$ cat config.mk
export PLATFORM = sky130hd
export DESIGN_NAME = rv_core
export DESIGN_NICKNAME = d
export VERILOG_FILES = /design/src/hw/rv_core_pkg.sv /design/src/hw/rv_core.sv /design/src/hw/rv_wbu.sv /design/src/hw/rv_lsu.sv /design/src/hw/rv_pc_unit.sv /design/src/hw/rv_alu.sv /design/src/hw/rv_regfile.sv /design/src/hw/rv_idu.sv
export VERILOG_INCLUDE_DIRS = /design/src /design/src/hw
export SDC_FILE = /design/constraint.sdc
export NUM_CORES = 2
export LEC_CHECK = 0
export BUFFER_PORTS_ARGS = -buffer_cell sky130_fd_sc_hd__buf_4
export CAP_MARGIN = 20
export CORE_UTILIZATION = 40
export DETAILED_ROUTE_END_ITERATION = 16
export GPL_TIMING_DRIVEN = 0
export SYNTH_ARGS = -nofsm -noshare
export SYNTH_HDL_FRONTEND = slang
export SYNTH_SLANG_ARGS = --single-unit
$ cat constraint.sdc
create_clock -name clk -period 30.1 [get_ports clk]
set_clock_uncertainty 0.2 [all_clocks]
set_input_delay 6.02 -clock clk [delete_from_list [all_inputs] [get_ports clk]]
set_output_delay 6.02 -clock clk [all_outputs]
set_load 0.01 [all_outputs]
$ cat src/hw/rv_core_macros.svh
// RV32I base encodings only; no compressed, CSR or fence opcodes are defined here
`ifndef RV_CORE_MACROS_SVH
`define RV_CORE_MACROS_SVH

`define RV_XLEN     32
`define RV_REG_W    5
`define RV_OP_W     17
`define RV_RESET_PC 32'h0000_0000

// major opcodes
`define RV_OPC_OP_IMM 7'b001_0011
`define RV_OPC_OP     7'b011_0011
`define RV_OPC_LUI    7'b011_0111
`define RV_OPC_AUIPC  7'b001_0111
`define RV_OPC_JAL    7'b110_1111
`define RV_OPC_JALR   7'b110_0111
`define RV_OPC_BRANCH 7'b110_0011
`define RV_OPC_LOAD   7'b000_0011
`define RV_OPC_STORE  7'b010_0011
`define RV_OPC_SYSTEM 7'b111_0011

// bit positions in the one-hot alu op
`define RV_OP_ADD  0
`define RV_OP_SUB  1
`define RV_OP_SLT  2
`define RV_OP_SLTU 3
`define RV_OP_AND  4
`define RV_OP_OR   5
`define RV_OP_XOR  6
`define RV_OP_SLL  7
`define RV_OP_SRL  8
`define RV_OP_SRA  9
`define RV_OP_LUI  10
`define RV_OP_BEQ  11
`define RV_OP_BNE  12
`define RV_OP_BLT  13
`define RV_OP_BLTU 14
`define RV_OP_BGE  15
`define RV_OP_BGEU 16

`endif
$ cat src/hw/rv_core_pkg.sv
// shared core types; load and store kinds are one-hot, all zero means no memory access
`include "rv_core_macros.svh"

package rv_core_pkg;

	typedef logic [`RV_XLEN-1:0] word_t;
	typedef logic [`RV_REG_W-1:0] reg_idx_t;
	typedef logic [`RV_OP_W-1:0] alu_op_t;

	// bit 0 lw, 1 lh, 2 lhu, 3 lb, 4 lbu
	typedef logic [4:0] load_kind_t;

	// bit 0 sw, 1 sh, 2 sb
	typedef logic [2:0] store_kind_t;

	// one bit per byte lane
	typedef logic [`RV_XLEN/8-1:0] strb_t;

	typedef struct packed {
		word_t       pc;
		// alu operands after source selection
		word_t       src1;
		word_t       src2;
		alu_op_t     op;
		// raw register values, for branch compare, jalr and store data
		word_t       rs1_val;
		word_t       rs2_val;
		word_t       imm;
		reg_idx_t    rd;
		logic        wb_reg;
		load_kind_t  load_kind;
		store_kind_t store_kind;
		logic        jal;
		logic        jalr;
		logic        ebreak;
	} decode_t;

	typedef struct packed {
		// word aligned
		word_t addr;
		word_t wdata;
		strb_t wstrb;
		logic  wen;
	} mem_req_t;

endpackage

$ cat src/hw/rv_core.sv
// single-cycle RV32I; inst must be the word at pc in the same cycle, no stall input
module rv_core (
	input  logic                  clk,
	input  logic                  rst_n,
	input  rv_core_pkg::word_t    inst,
	input  rv_core_pkg::word_t    dmem_rdata,
	output rv_core_pkg::word_t    pc,
	output rv_core_pkg::mem_req_t dmem_req,
	output logic                  halted
);

	rv_core_pkg::decode_t dec;
	rv_core_pkg::reg_idx_t rs1_idx;
	rv_core_pkg::reg_idx_t rs2_idx;
	rv_core_pkg::word_t rs1_data;
	rv_core_pkg::word_t rs2_data;
	rv_core_pkg::word_t alu_result;
	rv_core_pkg::word_t link_addr;
	rv_core_pkg::word_t load_data;
	logic rf_wen;
	rv_core_pkg::reg_idx_t rf_waddr;
	rv_core_pkg::word_t rf_wdata;

	rv_idu u_idu (
		.clk      (clk),
		.rst_n    (rst_n),
		.pc       (pc),
		.inst     (inst),
		.rs1_data (rs1_data),
		.rs2_data (rs2_data),
		.rs1_idx  (rs1_idx),
		.rs2_idx  (rs2_idx),
		.dec      (dec)
	);

	rv_regfile u_regfile (
		.clk    (clk),
		.rst_n  (rst_n),
		.raddr1 (rs1_idx),
		.raddr2 (rs2_idx),
		.waddr  (rf_waddr),
		.wen    (rf_wen),
		.wdata  (rf_wdata),
		.rdata1 (rs1_data),
		.rdata2 (rs2_data)
	);

	rv_alu u_alu (
		.dec    (dec),
		.result (alu_result)
	);

	rv_pc_unit u_pc_unit (
		.clk       (clk),
		.rst_n     (rst_n),
		.dec       (dec),
		.pc        (pc),
		.link_addr (link_addr),
		.halted    (halted)
	);

	// alu result doubles as the load/store address
	rv_lsu u_lsu (
		.dec        (dec),
		.addr       (alu_result),
		.halted     (halted),
		.rst_n      (rst_n),
		.dmem_rdata (dmem_rdata),
		.dmem_req   (dmem_req),
		.load_data  (load_data)
	);

	rv_wbu u_wbu (
		.dec        (dec),
		.rst_n      (rst_n),
		.halted     (halted),
		.alu_result (alu_result),
		.load_data  (load_data),
		.link_addr  (link_addr),
		.rf_wen     (rf_wen),
		.rf_waddr   (rf_waddr),
		.rf_wdata   (rf_wdata)
	);

endmodule

$ cat src/hw/rv_wbu.sv
// writes to x0 pass through here and are dropped by the register file
module rv_wbu (
	input  rv_core_pkg::decode_t  dec,
	input  logic                  rst_n,
	input  logic                  halted,
	input  rv_core_pkg::word_t    alu_result,
	input  rv_core_pkg::word_t    load_data,
	input  rv_core_pkg::word_t    link_addr,
	output logic                  rf_wen,
	output rv_core_pkg::reg_idx_t rf_waddr,
	output rv_core_pkg::word_t    rf_wdata
);

	assign rf_waddr = dec.rd;
	assign rf_wen = dec.wb_reg & ~halted & rst_n;

	always_comb begin
		if (|dec.load_kind) begin
			rf_wdata = load_data;
		end else if (dec.jal || dec.jalr) begin
			// return address, not the jump target the alu computed
			rf_wdata = link_addr;
		end else begin
			rf_wdata = alu_result;
		end
	end

endmodule

$ cat src/hw/rv_lsu.sv
// little endian, no misaligned-access checks; the memory reads asynchronously
`include "rv_core_macros.svh"

module rv_lsu (
	input  rv_core_pkg::decode_t  dec,
	input  rv_core_pkg::word_t    addr,
	input  logic                  halted,
	input  logic                  rst_n,
	input  rv_core_pkg::word_t    dmem_rdata,
	output rv_core_pkg::mem_req_t dmem_req,
	output rv_core_pkg::word_t    load_data
);

	logic [1:0] offset;
	logic [4:0] lane_shift;
	rv_core_pkg::strb_t strobe;
	rv_core_pkg::word_t lane_data;

	assign offset = addr[1:0];
	assign lane_shift = {offset, 3'b000};

	// store side
	assign dmem_req.addr = {addr[31:2], 2'b00};
	assign dmem_req.wdata = dec.rs2_val << lane_shift;
	assign dmem_req.wstrb = strobe;
	assign dmem_req.wen = (|dec.store_kind) & ~halted & rst_n;

	always_comb begin
		if (dec.store_kind[0]) begin
			strobe = 4'b1111;
		end else if (dec.store_kind[1]) begin
			strobe = 4'b0011 << {offset[1], 1'b0};
		end else if (dec.store_kind[2]) begin
			strobe = 4'b0001 << offset;
		end else begin
			strobe = 4'b0000;
		end
	end

	// load side, addressed byte moved down to lane 0
	assign lane_data = dmem_rdata >> lane_shift;

	always_comb begin
		if (dec.load_kind[1]) begin
			load_data = {{16{lane_data[15]}}, lane_data[15:0]};
		end else if (dec.load_kind[2]) begin
			load_data = {16'b0, lane_data[15:0]};
		end else if (dec.load_kind[3]) begin
			load_data = {{24{lane_data[7]}}, lane_data[7:0]};
		end else if (dec.load_kind[4]) begin
			load_data = {24'b0, lane_data[7:0]};
		end else begin
			// lw, and don't-care for non-loads
			load_data = dmem_rdata;
		end
	end

endmodule

$ cat src/hw/rv_pc_unit.sv
// no misaligned-target trap; after ebreak the pc stays on the ebreak until reset
`include "rv_core_macros.svh"

module rv_pc_unit (
	input  logic                 clk,
	input  logic                 rst_n,
	input  rv_core_pkg::decode_t dec,
	output rv_core_pkg::word_t   pc,
	output rv_core_pkg::word_t   link_addr,
	output logic                 halted
);

	rv_core_pkg::word_t next_pc;
	rv_core_pkg::word_t jalr_sum;
	logic eq, lt, ltu, taken;

	assign eq = (dec.rs1_val == dec.rs2_val);
	assign lt = ($signed(dec.rs1_val) < $signed(dec.rs2_val));
	assign ltu = (dec.rs1_val < dec.rs2_val);

	assign taken = (dec.op[`RV_OP_BEQ] & eq) | (dec.op[`RV_OP_BNE] & ~eq) |
		(dec.op[`RV_OP_BLT] & lt) | (dec.op[`RV_OP_BGE] & ~lt) |
		(dec.op[`RV_OP_BLTU] & ltu) | (dec.op[`RV_OP_BGEU] & ~ltu);

	assign link_addr = dec.pc + 32'd4;
	assign jalr_sum = dec.rs1_val + dec.imm;

	always_comb begin
		if (dec.jalr) begin
			next_pc = {jalr_sum[31:1], 1'b0};
		end else if (dec.jal || taken) begin
			next_pc = dec.pc + dec.imm;
		end else begin
			next_pc = link_addr;
		end
	end

	always_ff @(posedge clk) begin
		if (!rst_n) begin
			pc <= `RV_RESET_PC;
			halted <= 1'b0;
		end else if (!halted) begin
			halted <= dec.ebreak;
			if (!dec.ebreak) begin
				pc <= next_pc;
			end
		end
	end

endmodule

$ cat src/hw/rv_alu.sv
// expects a one-hot op; branch bits and an all-zero op give a zero result
`include "rv_core_macros.svh"

module rv_alu (
	input  rv_core_pkg::decode_t dec,
	output rv_core_pkg::word_t   result
);

	rv_core_pkg::word_t a;
	rv_core_pkg::word_t b;
	logic [4:0] shamt;

	assign a = dec.src1;
	assign b = dec.src2;
	// only the low five bits count for RV32 shifts
	assign shamt = b[4:0];

	always_comb begin
		result = '0;
		if (dec.op[`RV_OP_ADD]) begin
			result = a + b;
		end else if (dec.op[`RV_OP_SUB]) begin
			result = a - b;
		end else if (dec.op[`RV_OP_SLT]) begin
			result = {31'b0, $signed(a) < $signed(b)};
		end else if (dec.op[`RV_OP_SLTU]) begin
			result = {31'b0, a < b};
		end else if (dec.op[`RV_OP_AND]) begin
			result = a & b;
		end else if (dec.op[`RV_OP_OR]) begin
			result = a | b;
		end else if (dec.op[`RV_OP_XOR]) begin
			result = a ^ b;
		end else if (dec.op[`RV_OP_SLL]) begin
			result = a << shamt;
		end else if (dec.op[`RV_OP_SRL]) begin
			result = a >> shamt;
		end else if (dec.op[`RV_OP_SRA]) begin
			result = $signed(a) >>> shamt;
		end else if (dec.op[`RV_OP_LUI]) begin
			// src1 is forced to zero, the upper immediate passes straight through
			result = b;
		end
	end

endmodule

$ cat src/hw/rv_regfile.sv
// x0 reads as zero and ignores writes; reads are combinational so write data shows next cycle
`include "rv_core_macros.svh"

module rv_regfile (
	input  logic                  clk,
	input  logic                  rst_n,
	input  rv_core_pkg::reg_idx_t raddr1,
	input  rv_core_pkg::reg_idx_t raddr2,
	input  rv_core_pkg::reg_idx_t waddr,
	input  logic                  wen,
	input  rv_core_pkg::word_t    wdata,
	output rv_core_pkg::word_t    rdata1,
	output rv_core_pkg::word_t    rdata2
);

	rv_core_pkg::word_t regs [1 << `RV_REG_W];

	assign rdata1 = (raddr1 == '0) ? '0 : regs[raddr1];
	assign rdata2 = (raddr2 == '0) ? '0 : regs[raddr2];

	always_ff @(posedge clk) begin
		if (!rst_n) begin
			for (int i = 0; i < (1 << `RV_REG_W); i++) begin
				regs[i] <= '0;
			end
		end else if (wen && (waddr != '0)) begin
			regs[waddr] <= wdata;
		end
	end

endmodule

$ cat src/hw/rv_idu.sv
// decodes RV32I only; unknown encodings decode to a no-op, and decode goes quiet after ebreak
`include "rv_core_macros.svh"

module rv_idu (
	input  logic                  clk,
	input  logic                  rst_n,
	input  rv_core_pkg::word_t    pc,
	input  rv_core_pkg::word_t    inst,
	input  rv_core_pkg::word_t    rs1_data,
	input  rv_core_pkg::word_t    rs2_data,
	output rv_core_pkg::reg_idx_t rs1_idx,
	output rv_core_pkg::reg_idx_t rs2_idx,
	output rv_core_pkg::decode_t  dec
);

	logic [6:0] opcode;
	logic [2:0] funct3;
	logic [6:0] funct7;
	logic is_op_imm, is_op, is_load, is_store, is_branch;
	logic f7_base, f7_alt;
	logic inst_addi, inst_slti, inst_sltiu, inst_andi, inst_ori, inst_xori;
	logic inst_slli, inst_srli, inst_srai, inst_lui, inst_auipc;
	logic inst_add, inst_sub, inst_slt, inst_sltu, inst_and, inst_or, inst_xor;
	logic inst_sll, inst_srl, inst_sra;
	logic inst_jal, inst_jalr, inst_ebreak;
	logic inst_beq, inst_bne, inst_blt, inst_bltu, inst_bge, inst_bgeu;
	logic inst_lw, inst_lh, inst_lhu, inst_lb, inst_lbu;
	logic inst_sw, inst_sh, inst_sb;
	rv_core_pkg::word_t imm_i, imm_u, imm_j, imm_s, imm_b;
	logic imm_is_i, imm_is_u, imm_is_j, imm_is_s, imm_is_b;
	logic src1_from_pc, src1_is_zero, src2_from_imm;
	rv_core_pkg::word_t imm;
	rv_core_pkg::alu_op_t op;
	logic stopped;

	assign opcode = inst[6:0];
	assign funct3 = inst[14:12];
	assign funct7 = inst[31:25];
	assign rs1_idx = inst[19:15];
	assign rs2_idx = inst[24:20];

	assign is_op_imm = (opcode == `RV_OPC_OP_IMM);
	assign is_op = (opcode == `RV_OPC_OP);
	assign is_load = (opcode == `RV_OPC_LOAD);
	assign is_store = (opcode == `RV_OPC_STORE);
	assign is_branch = (opcode == `RV_OPC_BRANCH);
	assign f7_base = (funct7 == 7'b000_0000);
	assign f7_alt = (funct7 == 7'b010_0000);

	// register-immediate
	assign inst_addi = is_op_imm && (funct3 == 3'b000);
	assign inst_slli = is_op_imm && (funct3 == 3'b001) && f7_base;
	assign inst_slti = is_op_imm && (funct3 == 3'b010);
	assign inst_sltiu = is_op_imm && (funct3 == 3'b011);
	assign inst_xori = is_op_imm && (funct3 == 3'b100);
	assign inst_srli = is_op_imm && (funct3 == 3'b101) && f7_base;
	assign inst_srai = is_op_imm && (funct3 == 3'b101) && f7_alt;
	assign inst_ori = is_op_imm && (funct3 == 3'b110);
	assign inst_andi = is_op_imm && (funct3 == 3'b111);
	assign inst_lui = (opcode == `RV_OPC_LUI);
	assign inst_auipc = (opcode == `RV_OPC_AUIPC);

	// register-register
	assign inst_add = is_op && (funct3 == 3'b000) && f7_base;
	assign inst_sub = is_op && (funct3 == 3'b000) && f7_alt;
	assign inst_sll = is_op && (funct3 == 3'b001) && f7_base;
	assign inst_slt = is_op && (funct3 == 3'b010) && f7_base;
	assign inst_sltu = is_op && (funct3 == 3'b011) && f7_base;
	assign inst_xor = is_op && (funct3 == 3'b100) && f7_base;
	assign inst_srl = is_op && (funct3 == 3'b101) && f7_base;
	assign inst_sra = is_op && (funct3 == 3'b101) && f7_alt;
	assign inst_or = is_op && (funct3 == 3'b110) && f7_base;
	assign inst_and = is_op && (funct3 == 3'b111) && f7_base;

	assign inst_jal = (opcode == `RV_OPC_JAL);
	assign inst_jalr = (opcode == `RV_OPC_JALR) && (funct3 == 3'b000);
	// imm 1, rs1 x0, funct3 0, rd x0
	assign inst_ebreak = (opcode == `RV_OPC_SYSTEM) && (inst[31:7] == {12'h001, 13'h0});

	assign inst_beq = is_branch && (funct3 == 3'b000);
	assign inst_bne = is_branch && (funct3 == 3'b001);
	assign inst_blt = is_branch && (funct3 == 3'b100);
	assign inst_bge = is_branch && (funct3 == 3'b101);
	assign inst_bltu = is_branch && (funct3 == 3'b110);
	assign inst_bgeu = is_branch && (funct3 == 3'b111);

	assign inst_lb = is_load && (funct3 == 3'b000);
	assign inst_lh = is_load && (funct3 == 3'b001);
	assign inst_lw = is_load && (funct3 == 3'b010);
	assign inst_lbu = is_load && (funct3 == 3'b100);
	assign inst_lhu = is_load && (funct3 == 3'b101);
	assign inst_sb = is_store && (funct3 == 3'b000);
	assign inst_sh = is_store && (funct3 == 3'b001);
	assign inst_sw = is_store && (funct3 == 3'b010);

	assign imm_i = {{20{inst[31]}}, inst[31:20]};
	assign imm_u = {inst[31:12], 12'b0};
	assign imm_j = {{12{inst[31]}}, inst[19:12], inst[20], inst[30:21], 1'b0};
	assign imm_s = {{20{inst[31]}}, inst[31:25], inst[11:7]};
	assign imm_b = {{20{inst[31]}}, inst[7], inst[30:25], inst[11:8], 1'b0};

	assign imm_is_i = is_op_imm | inst_jalr | is_load;
	assign imm_is_u = inst_lui | inst_auipc;
	assign imm_is_j = inst_jal;
	assign imm_is_s = is_store;
	assign imm_is_b = is_branch;

	assign imm = ({32{imm_is_i}} & imm_i) |
		({32{imm_is_u}} & imm_u) |
		({32{imm_is_j}} & imm_j) |
		({32{imm_is_s}} & imm_s) |
		({32{imm_is_b}} & imm_b);

	// branches compare registers, so their immediate stays off src2
	assign src2_from_imm = imm_is_i | imm_is_u | imm_is_j | imm_is_s;
	assign src1_from_pc = inst_jal | inst_auipc;
	assign src1_is_zero = inst_lui;

	assign op[`RV_OP_ADD] = inst_addi | inst_add | inst_auipc | inst_jal | inst_jalr |
		is_load | is_store;
	assign op[`RV_OP_SUB] = inst_sub;
	assign op[`RV_OP_SLT] = inst_slti | inst_slt;
	assign op[`RV_OP_SLTU] = inst_sltiu | inst_sltu;
	assign op[`RV_OP_AND] = inst_andi | inst_and;
	assign op[`RV_OP_OR] = inst_ori | inst_or;
	assign op[`RV_OP_XOR] = inst_xori | inst_xor;
	assign op[`RV_OP_SLL] = inst_slli | inst_sll;
	assign op[`RV_OP_SRL] = inst_srli | inst_srl;
	assign op[`RV_OP_SRA] = inst_srai | inst_sra;
	assign op[`RV_OP_LUI] = inst_lui;
	assign op[`RV_OP_BEQ] = inst_beq & ~stopped;
	assign op[`RV_OP_BNE] = inst_bne & ~stopped;
	assign op[`RV_OP_BLT] = inst_blt & ~stopped;
	assign op[`RV_OP_BLTU] = inst_bltu & ~stopped;
	assign op[`RV_OP_BGE] = inst_bge & ~stopped;
	assign op[`RV_OP_BGEU] = inst_bgeu & ~stopped;

	// once ebreak retires the decoder only issues bubbles
	always_ff @(posedge clk) begin
		if (!rst_n) begin
			stopped <= 1'b0;
		end else if (inst_ebreak) begin
			stopped <= 1'b1;
		end
	end

	always_comb begin
		dec.pc = pc;
		dec.src1 = src1_from_pc ? pc : (src1_is_zero ? '0 : rs1_data);
		dec.src2 = src2_from_imm ? imm : rs2_data;
		dec.op = op;
		dec.rs1_val = rs1_data;
		dec.rs2_val = rs2_data;
		dec.imm = imm;
		dec.rd = inst[11:7];
		dec.wb_reg = ~stopped & (is_op_imm | is_op | imm_is_u | inst_jal | inst_jalr | is_load);
		dec.load_kind = {inst_lbu, inst_lb, inst_lhu, inst_lh, inst_lw} & {5{~stopped}};
		dec.store_kind = {inst_sb, inst_sh, inst_sw} & {3{~stopped}};
		dec.jal = inst_jal & ~stopped;
		dec.jalr = inst_jalr & ~stopped;
		dec.ebreak = inst_ebreak & ~stopped;
	end

endmodule

Yosys cells after proc, flatten, opt, wreduce, memory -nomap -nowiden

Memories as Yosys holds them, arrays and structs flattened.
Cells that the tools add are included.

Bits in read-only memories: 0
Memory bits (writable): 1024
Memories kept: 1
Bits in latches: 0
Register bits after elaboration: 34
Output and inout bits: 102

Multipliers: 0
Shifts and indexed selects: 7
Reduce and logical (&&, ||, !) cells: 57
Equal/unequal tests: 20
Bitwise gates (word level): 71
Mux-type cells: 35
Add/subtract/negate cells: 5
Div/mod/pow operators: 0
$lt $le $gt $ge: 4

Memory list:

| name           | depth | width | rd ports | clocked after Yosys merged registers in | write ports | line             | RTL |
|---|---|---|---|---|---|---|---|
| u_regfile.regs | 32    | 32    | 2        | 0                                       | 32          | rv_regfile.sv:16 | `` rv_core_pkg::word_t regs [1 << `RV_REG_W]; `` |

Operators with widths:

| cell                                                              | number |
|---|---|
| 32-bit two-way mux                                                | 25 |
| 32-bit bitwise AND                                                | 6 |
| 32-bit bitwise OR                                                 | 5 |
| 32-bit less-than comparator                                       | 4 |
| 32-bit adder                                                      | 3 |
| 32-bit by 5-bit << shifter with 32-bit output                     | 2 |
| 1-bit logical AND                                                 | 46 |
| 32-bit by 3-bit adder with 32-bit output, second input constant   | 1 |
| 32-bit == test                                                    | 1 |
| 32-bit OR reduction                                               | 1 |
| 32-bit by 5-bit >> shifter with 16-bit output                     | 1 |
| 32-bit by 5-bit >> shifter with 32-bit output                     | 1 |
| 32-bit by 5-bit >>> shifter with 32-bit output                    | 1 |
| 32-bit subtractor                                                 | 1 |
| 32-bit XOR                                                        | 1 |
| 1-bit bitwise OR                                                  | 31 |
| 7-bit by 6-bit == test with 1-bit output, second input constant   | 4 |
| 7-bit == test, second input constant                              | 4 |
| 25-bit by 14-bit == test with 1-bit output, second input constant | 1 |
| 1-bit bitwise AND                                                 | 20 |
| 7-bit by 5-bit == test with 1-bit output, second input constant   | 2 |
| 3-bit == test, second input constant                              | 4 |
| 4-bit two-way mux                                                 | 3 |
| 5-bit logical NOT                                                 | 2 |
| 17 further kinds                                                  | 29 |

Logic depth before layout (Yosys ltp)

Word-level depth: 28
Mapped depth: 38
Mapped depth without buffers: 23

By module

A second synthesis with hierarchy kept.

Cell total of the unflattened synthesis: 6363
Area, all modules: 74795.5 um^2

By module, submodules not included:

| module     | cells each | area each (um^2) | seq. area each (um^2) | times used |
|---|---|---|---|---|
| rv_regfile | 3507       | 54232.0          | 30749.5               | 1 |
| rv_alu     | 1335       | 9419.0           | 0.0                   | 1 |
| rv_pc_unit | 820        | 5967.0           | 660.6                 | 1 |
| rv_idu     | 372        | 2571.2           | 20.0                  | 1 |
| rv_lsu     | 249        | 1621.6           | 0.0                   | 1 |
| rv_wbu     | 80         | 984.7            | 0.0                   | 1 |

Worst setup path after synthesis

OpenSTA, ideal clock, no wires.

Path kind: input -> output
Start point: input inst[20]
End point: output dmem_req[66] in the netlist's numbering
Buffers on the path: 12
Stages on the path: 32
Data required time: 23.880 ns
Slack: 10.769 ns
Data arrival time: 13.111 ns
Cell sequence: buf_4 > buf_6 > buf_4 > buf_6 > buf_2 > buf_4 > buf_2 > buf_2 > buf_4 > buf_4 > buf_2 > buf_2 > mux2i_1 > o221ai_1 > o22ai_1 > o31ai_1 > nand2_1 > o21ai_0 > inv_1 > ha_1 > nor4_1 > o21ai_0 > o211ai_1 > a31oi_1 > or3b_2 > a31o_2 > a2111oi_0 > o21ai_0 > a2111oi_0 > a31oi_1 > a22o_1 > nand2_1

RTL lines:

| item               | line         | RTL |
|---|---|---|
| start: declaration | rv_core.sv:5 | `input rv_core_pkg::word_t inst,` |
| end: declaration   | rv_core.sv:8 | `output rv_core_pkg::mem_req_t dmem_req,` |

==> reports/results.tsv <==
metric	value	unit
p_int	0.002909	W
track_usage	49.88	%
switching_share	37.69	%
layout.nets	7227	
wirelength	463100	um
cp_slowest_stage_delay	1.15	ns
clockBufferDepth	3	
setup_viol	0	
arrival	20.07	ns
r2r_slack	17.75	ns
synth_edf_count	1024	
power.density	56.71	nW/um^2
post-route-min-period	26.29	ns
drive_above_1_share	21.29	%
critical_path_class	in -> out	
synth_area	72290	um^2
ios	168	
cp-end-kind	output pin	
slew_violations	0	
power	0.004669	W
ctsHoldBuffers	0	
grt_pass1_vias	62950	
cp_top_family	buffers and inverters	
critPathLaunch	inst[21]	
dieArea	182400	um^2
ant_nets	0	
wl_per_cell	48.99	um
dp_hpwl	359100	um
synth-adder-area-share	3.416	%
syn_area_per_cell	11.03	um^2
crit_buf_inv	17	
critPathLaunchType	input port	
area_growth	13.88	%
first_pass_iters	7	
cellLeakagePower	29.59	nW
run_status	finished, final reports clean	
drc	0	
die_x	427.1	um
slowest_stage	o21ai_0	
gp_congestion	1.092	
post-route-period-util	87.34	%
synth_top_family_by_area	multiplexers	
routed-via-count	68940	
synth_flop_cell	edfxtp_1	
die_h	427.1	um
crit_required	23.88	ns
grt_pass1_wl	599200	um
tns	0	ns
irDropWorstVdd	49.07	uV
cts_tree	yes	
min_path_cells	2	
critPathMostFrequentCell	buf_2	
slew_headroom	2.361	%
synth-compound-area-share	15.19	%
async_reset_ff_share	0	%
via_per_inst	7.294	
numPortBuffers	156	
rr_startpoint	u_regfile.regs[28][2]	
min-delay-start	u_pc_unit.pc[3]	
grt_overflow	0	
synthCells	6553	
clk_pin_slew	0.07	ns
synth-seq-area-share	43.48	%
max_cap_violations	0	
ys_ff_latch	1058	
rr_worst_depth	28	
hp-class	reg -> reg	
fmaxAchievable	38.04	MHz
combPwrFrac	31.4	%
grt_max_degree	42	
core_area	179000	um^2
cts_resized	0	
p_clk_share	32.4	%
finalHoldViolCount	0	
pwr-share-seq	36.2	%
antenna_found_initial	38	
synthSimpleGateAreaFrac	13.86	%
synth_xor_area_share	0.9329	%
whs_endpoint	u_pc_unit.pc[3]	
cts_buffers	111	
cts.sinks	1058	
r2r_end	u_regfile.regs[13][29]	
yosysUniqueCellTypes	120	
tightest_slew	1.465	ns
post_cts_buffers	0	
p_sw	0.001760	W
htree_levels	3	
clk_latency	0.81	ns
rsz0062_at_grt	no	
cts-root-buf	clkbuf_16	
drtIter0Drc	12930	
start_util	40.39	%
synthMuxAreaShare	18.32	%
cp_max_fo	10	
rows	155	
yosys_warnings	0	
power groups by stage:
stage	Clock [W]	Sequential [W]	Combinational, W
3_5_place_dp	0	0.00172	0.00136
5_1_grt	0.00154	0.00169	0.00145
4_1_cts	0.00149	0.00169	0.00136
6_report	0.00151	0.00169	0.00147
3_3_place_gp	0	0.00172	0.00134
2_1_floorplan	0	0.00171	0.000702
cells in the final DEF (no fill, tap or decap), types with 93 or more instances in the layout:
cell       instances
nor2_1          1124
edfxtp_1        1024
mux4_2           456
nand2_1          407
clkbuf_1         298
a21oi_1          280
mux2i_1          261
o21ai_0          218
buf_4            214
ha_1             191
buf_2            181
nor3_1           178
inv_1            116
clkbuf_16        113
nor2_2            93
metal layers:
metal / track usage (%) / wire (um) / up-vias
met3: 17.25 / 61560 / 1758
li1: - / - / 26050
met1: 57.79 / 154500 / 34430
met2: 71.79 / 193000 / 6673
met4: 46.98 / 53800 / 28
met5: 0.5820 / 195 / -
per-stage QoR:
step | std cells | util, % | instance area [um^2] | hold slack, ns | worst slack (ns)
final | 9452 | 45.99 | 82330 | 0.5351 | 3.809
after floorplan | 6586 | - | 72420 | 0.3159 | 10.77
after CTS | 9409 | 45.88 | 82130 | 0.5357 | 4.296
after detailed placement | 9201 | 43.74 | 78290 | 0.5142 | 4.355
after global routing | 9419 | 45.95 | 82250 | 0.5618 | 4.192
after global placement | 9097 | 42.76 | 76530 | 0.5081 | 3.117
cells in the mapped netlist, drive strengths merged (39+ instances only):
| cell | count | share of area (%) |
|---|---|---|
| nor3 | 188 | 1.4 |
| o31ai | 40 | 0.49 |
| a211oi | 123 | 1.7 |
| nor2 | 1219 | 6.7 |
| o21ai | 232 | 1.6 |
| a21o | 80 | 0.83 |
| o21a | 59 | 0.61 |
| xnor2 | 44 | 0.53 |
| mux4 | 456 | 14 |
| nand4 | 58 | 0.50 |
| a22oi | 41 | 0.43 |
| o221ai | 66 | 0.83 |
| o22ai | 74 | 0.64 |
| inv | 125 | 0.65 |
| a31oi | 46 | 0.42 |
| edfxtp | 1024 | 43 |
| nand3 | 93 | 0.65 |
| o211ai | 74 | 0.79 |
| and2 | 55 | 0.48 |
| a22o | 42 | 0.51 |
| a21oi | 286 | 2.0 |
| buf | 305 | 2.6 |
| clkbuf | 298 | 1.5 |
| mux2i | 261 | 3.6 |
| nand2b | 39 | 0.34 |
| nand2 | 440 | 2.3 |
| ha | 191 | 3.3 |
flip-flops by register name (all words and copies together) (netlist names):
register,count
u_regfile.regs,1024
u_idu.stopped,1
u_pc_unit.halted,1
u_pc_unit.pc,32
tightest hold or removal path, stage by stage (launching register included):
cell     delay, ns
dfxtp_1       0.43
o21ai_0       0.20
nor2_1        0.05
area by class of cell:
| cell class | count | area, um^2 |
|---|---|---|
| inverter | 128 | 480.5 |
| tap | 2355 | 2947 |
| antenna | 36 | 90.09 |
| sequential | 1058 | 31430 |
| clock inverter | 82 | 963.4 |
| timing repair buffer | 267 | 2835 |
| fill | 16960 | 96680 |
| multi-input combinational | 4797 | 37690 |
| clock buffer | 126 | 2877 |
| buffer | 603 | 3013 |
logic make-up (layout without fill, tap and decap cells):
family	count (synthesis)	after routing
xor+xnor	77	77
fa+ha+maj	195	195
mux	749	749
flops	1058	1058
other cells	1	70
simple gates	2259	2259
buf+inv	731	1206
compound gates	1483	1483
how the worst max path moves through the flow:
stage,end,slack [ns],depth (start not counted)
global route,dmem_req[31],4.19,35
finish,dmem_req[34],3.81,36
floorplan,dmem_req[66],10.77,32
CTS,dmem_req[34],4.30,36
detailed placement,dmem_req[34],4.35,36
global placement,dmem_req[32],3.12,34
No activity file was read; power rests on OpenSTA's default activity.
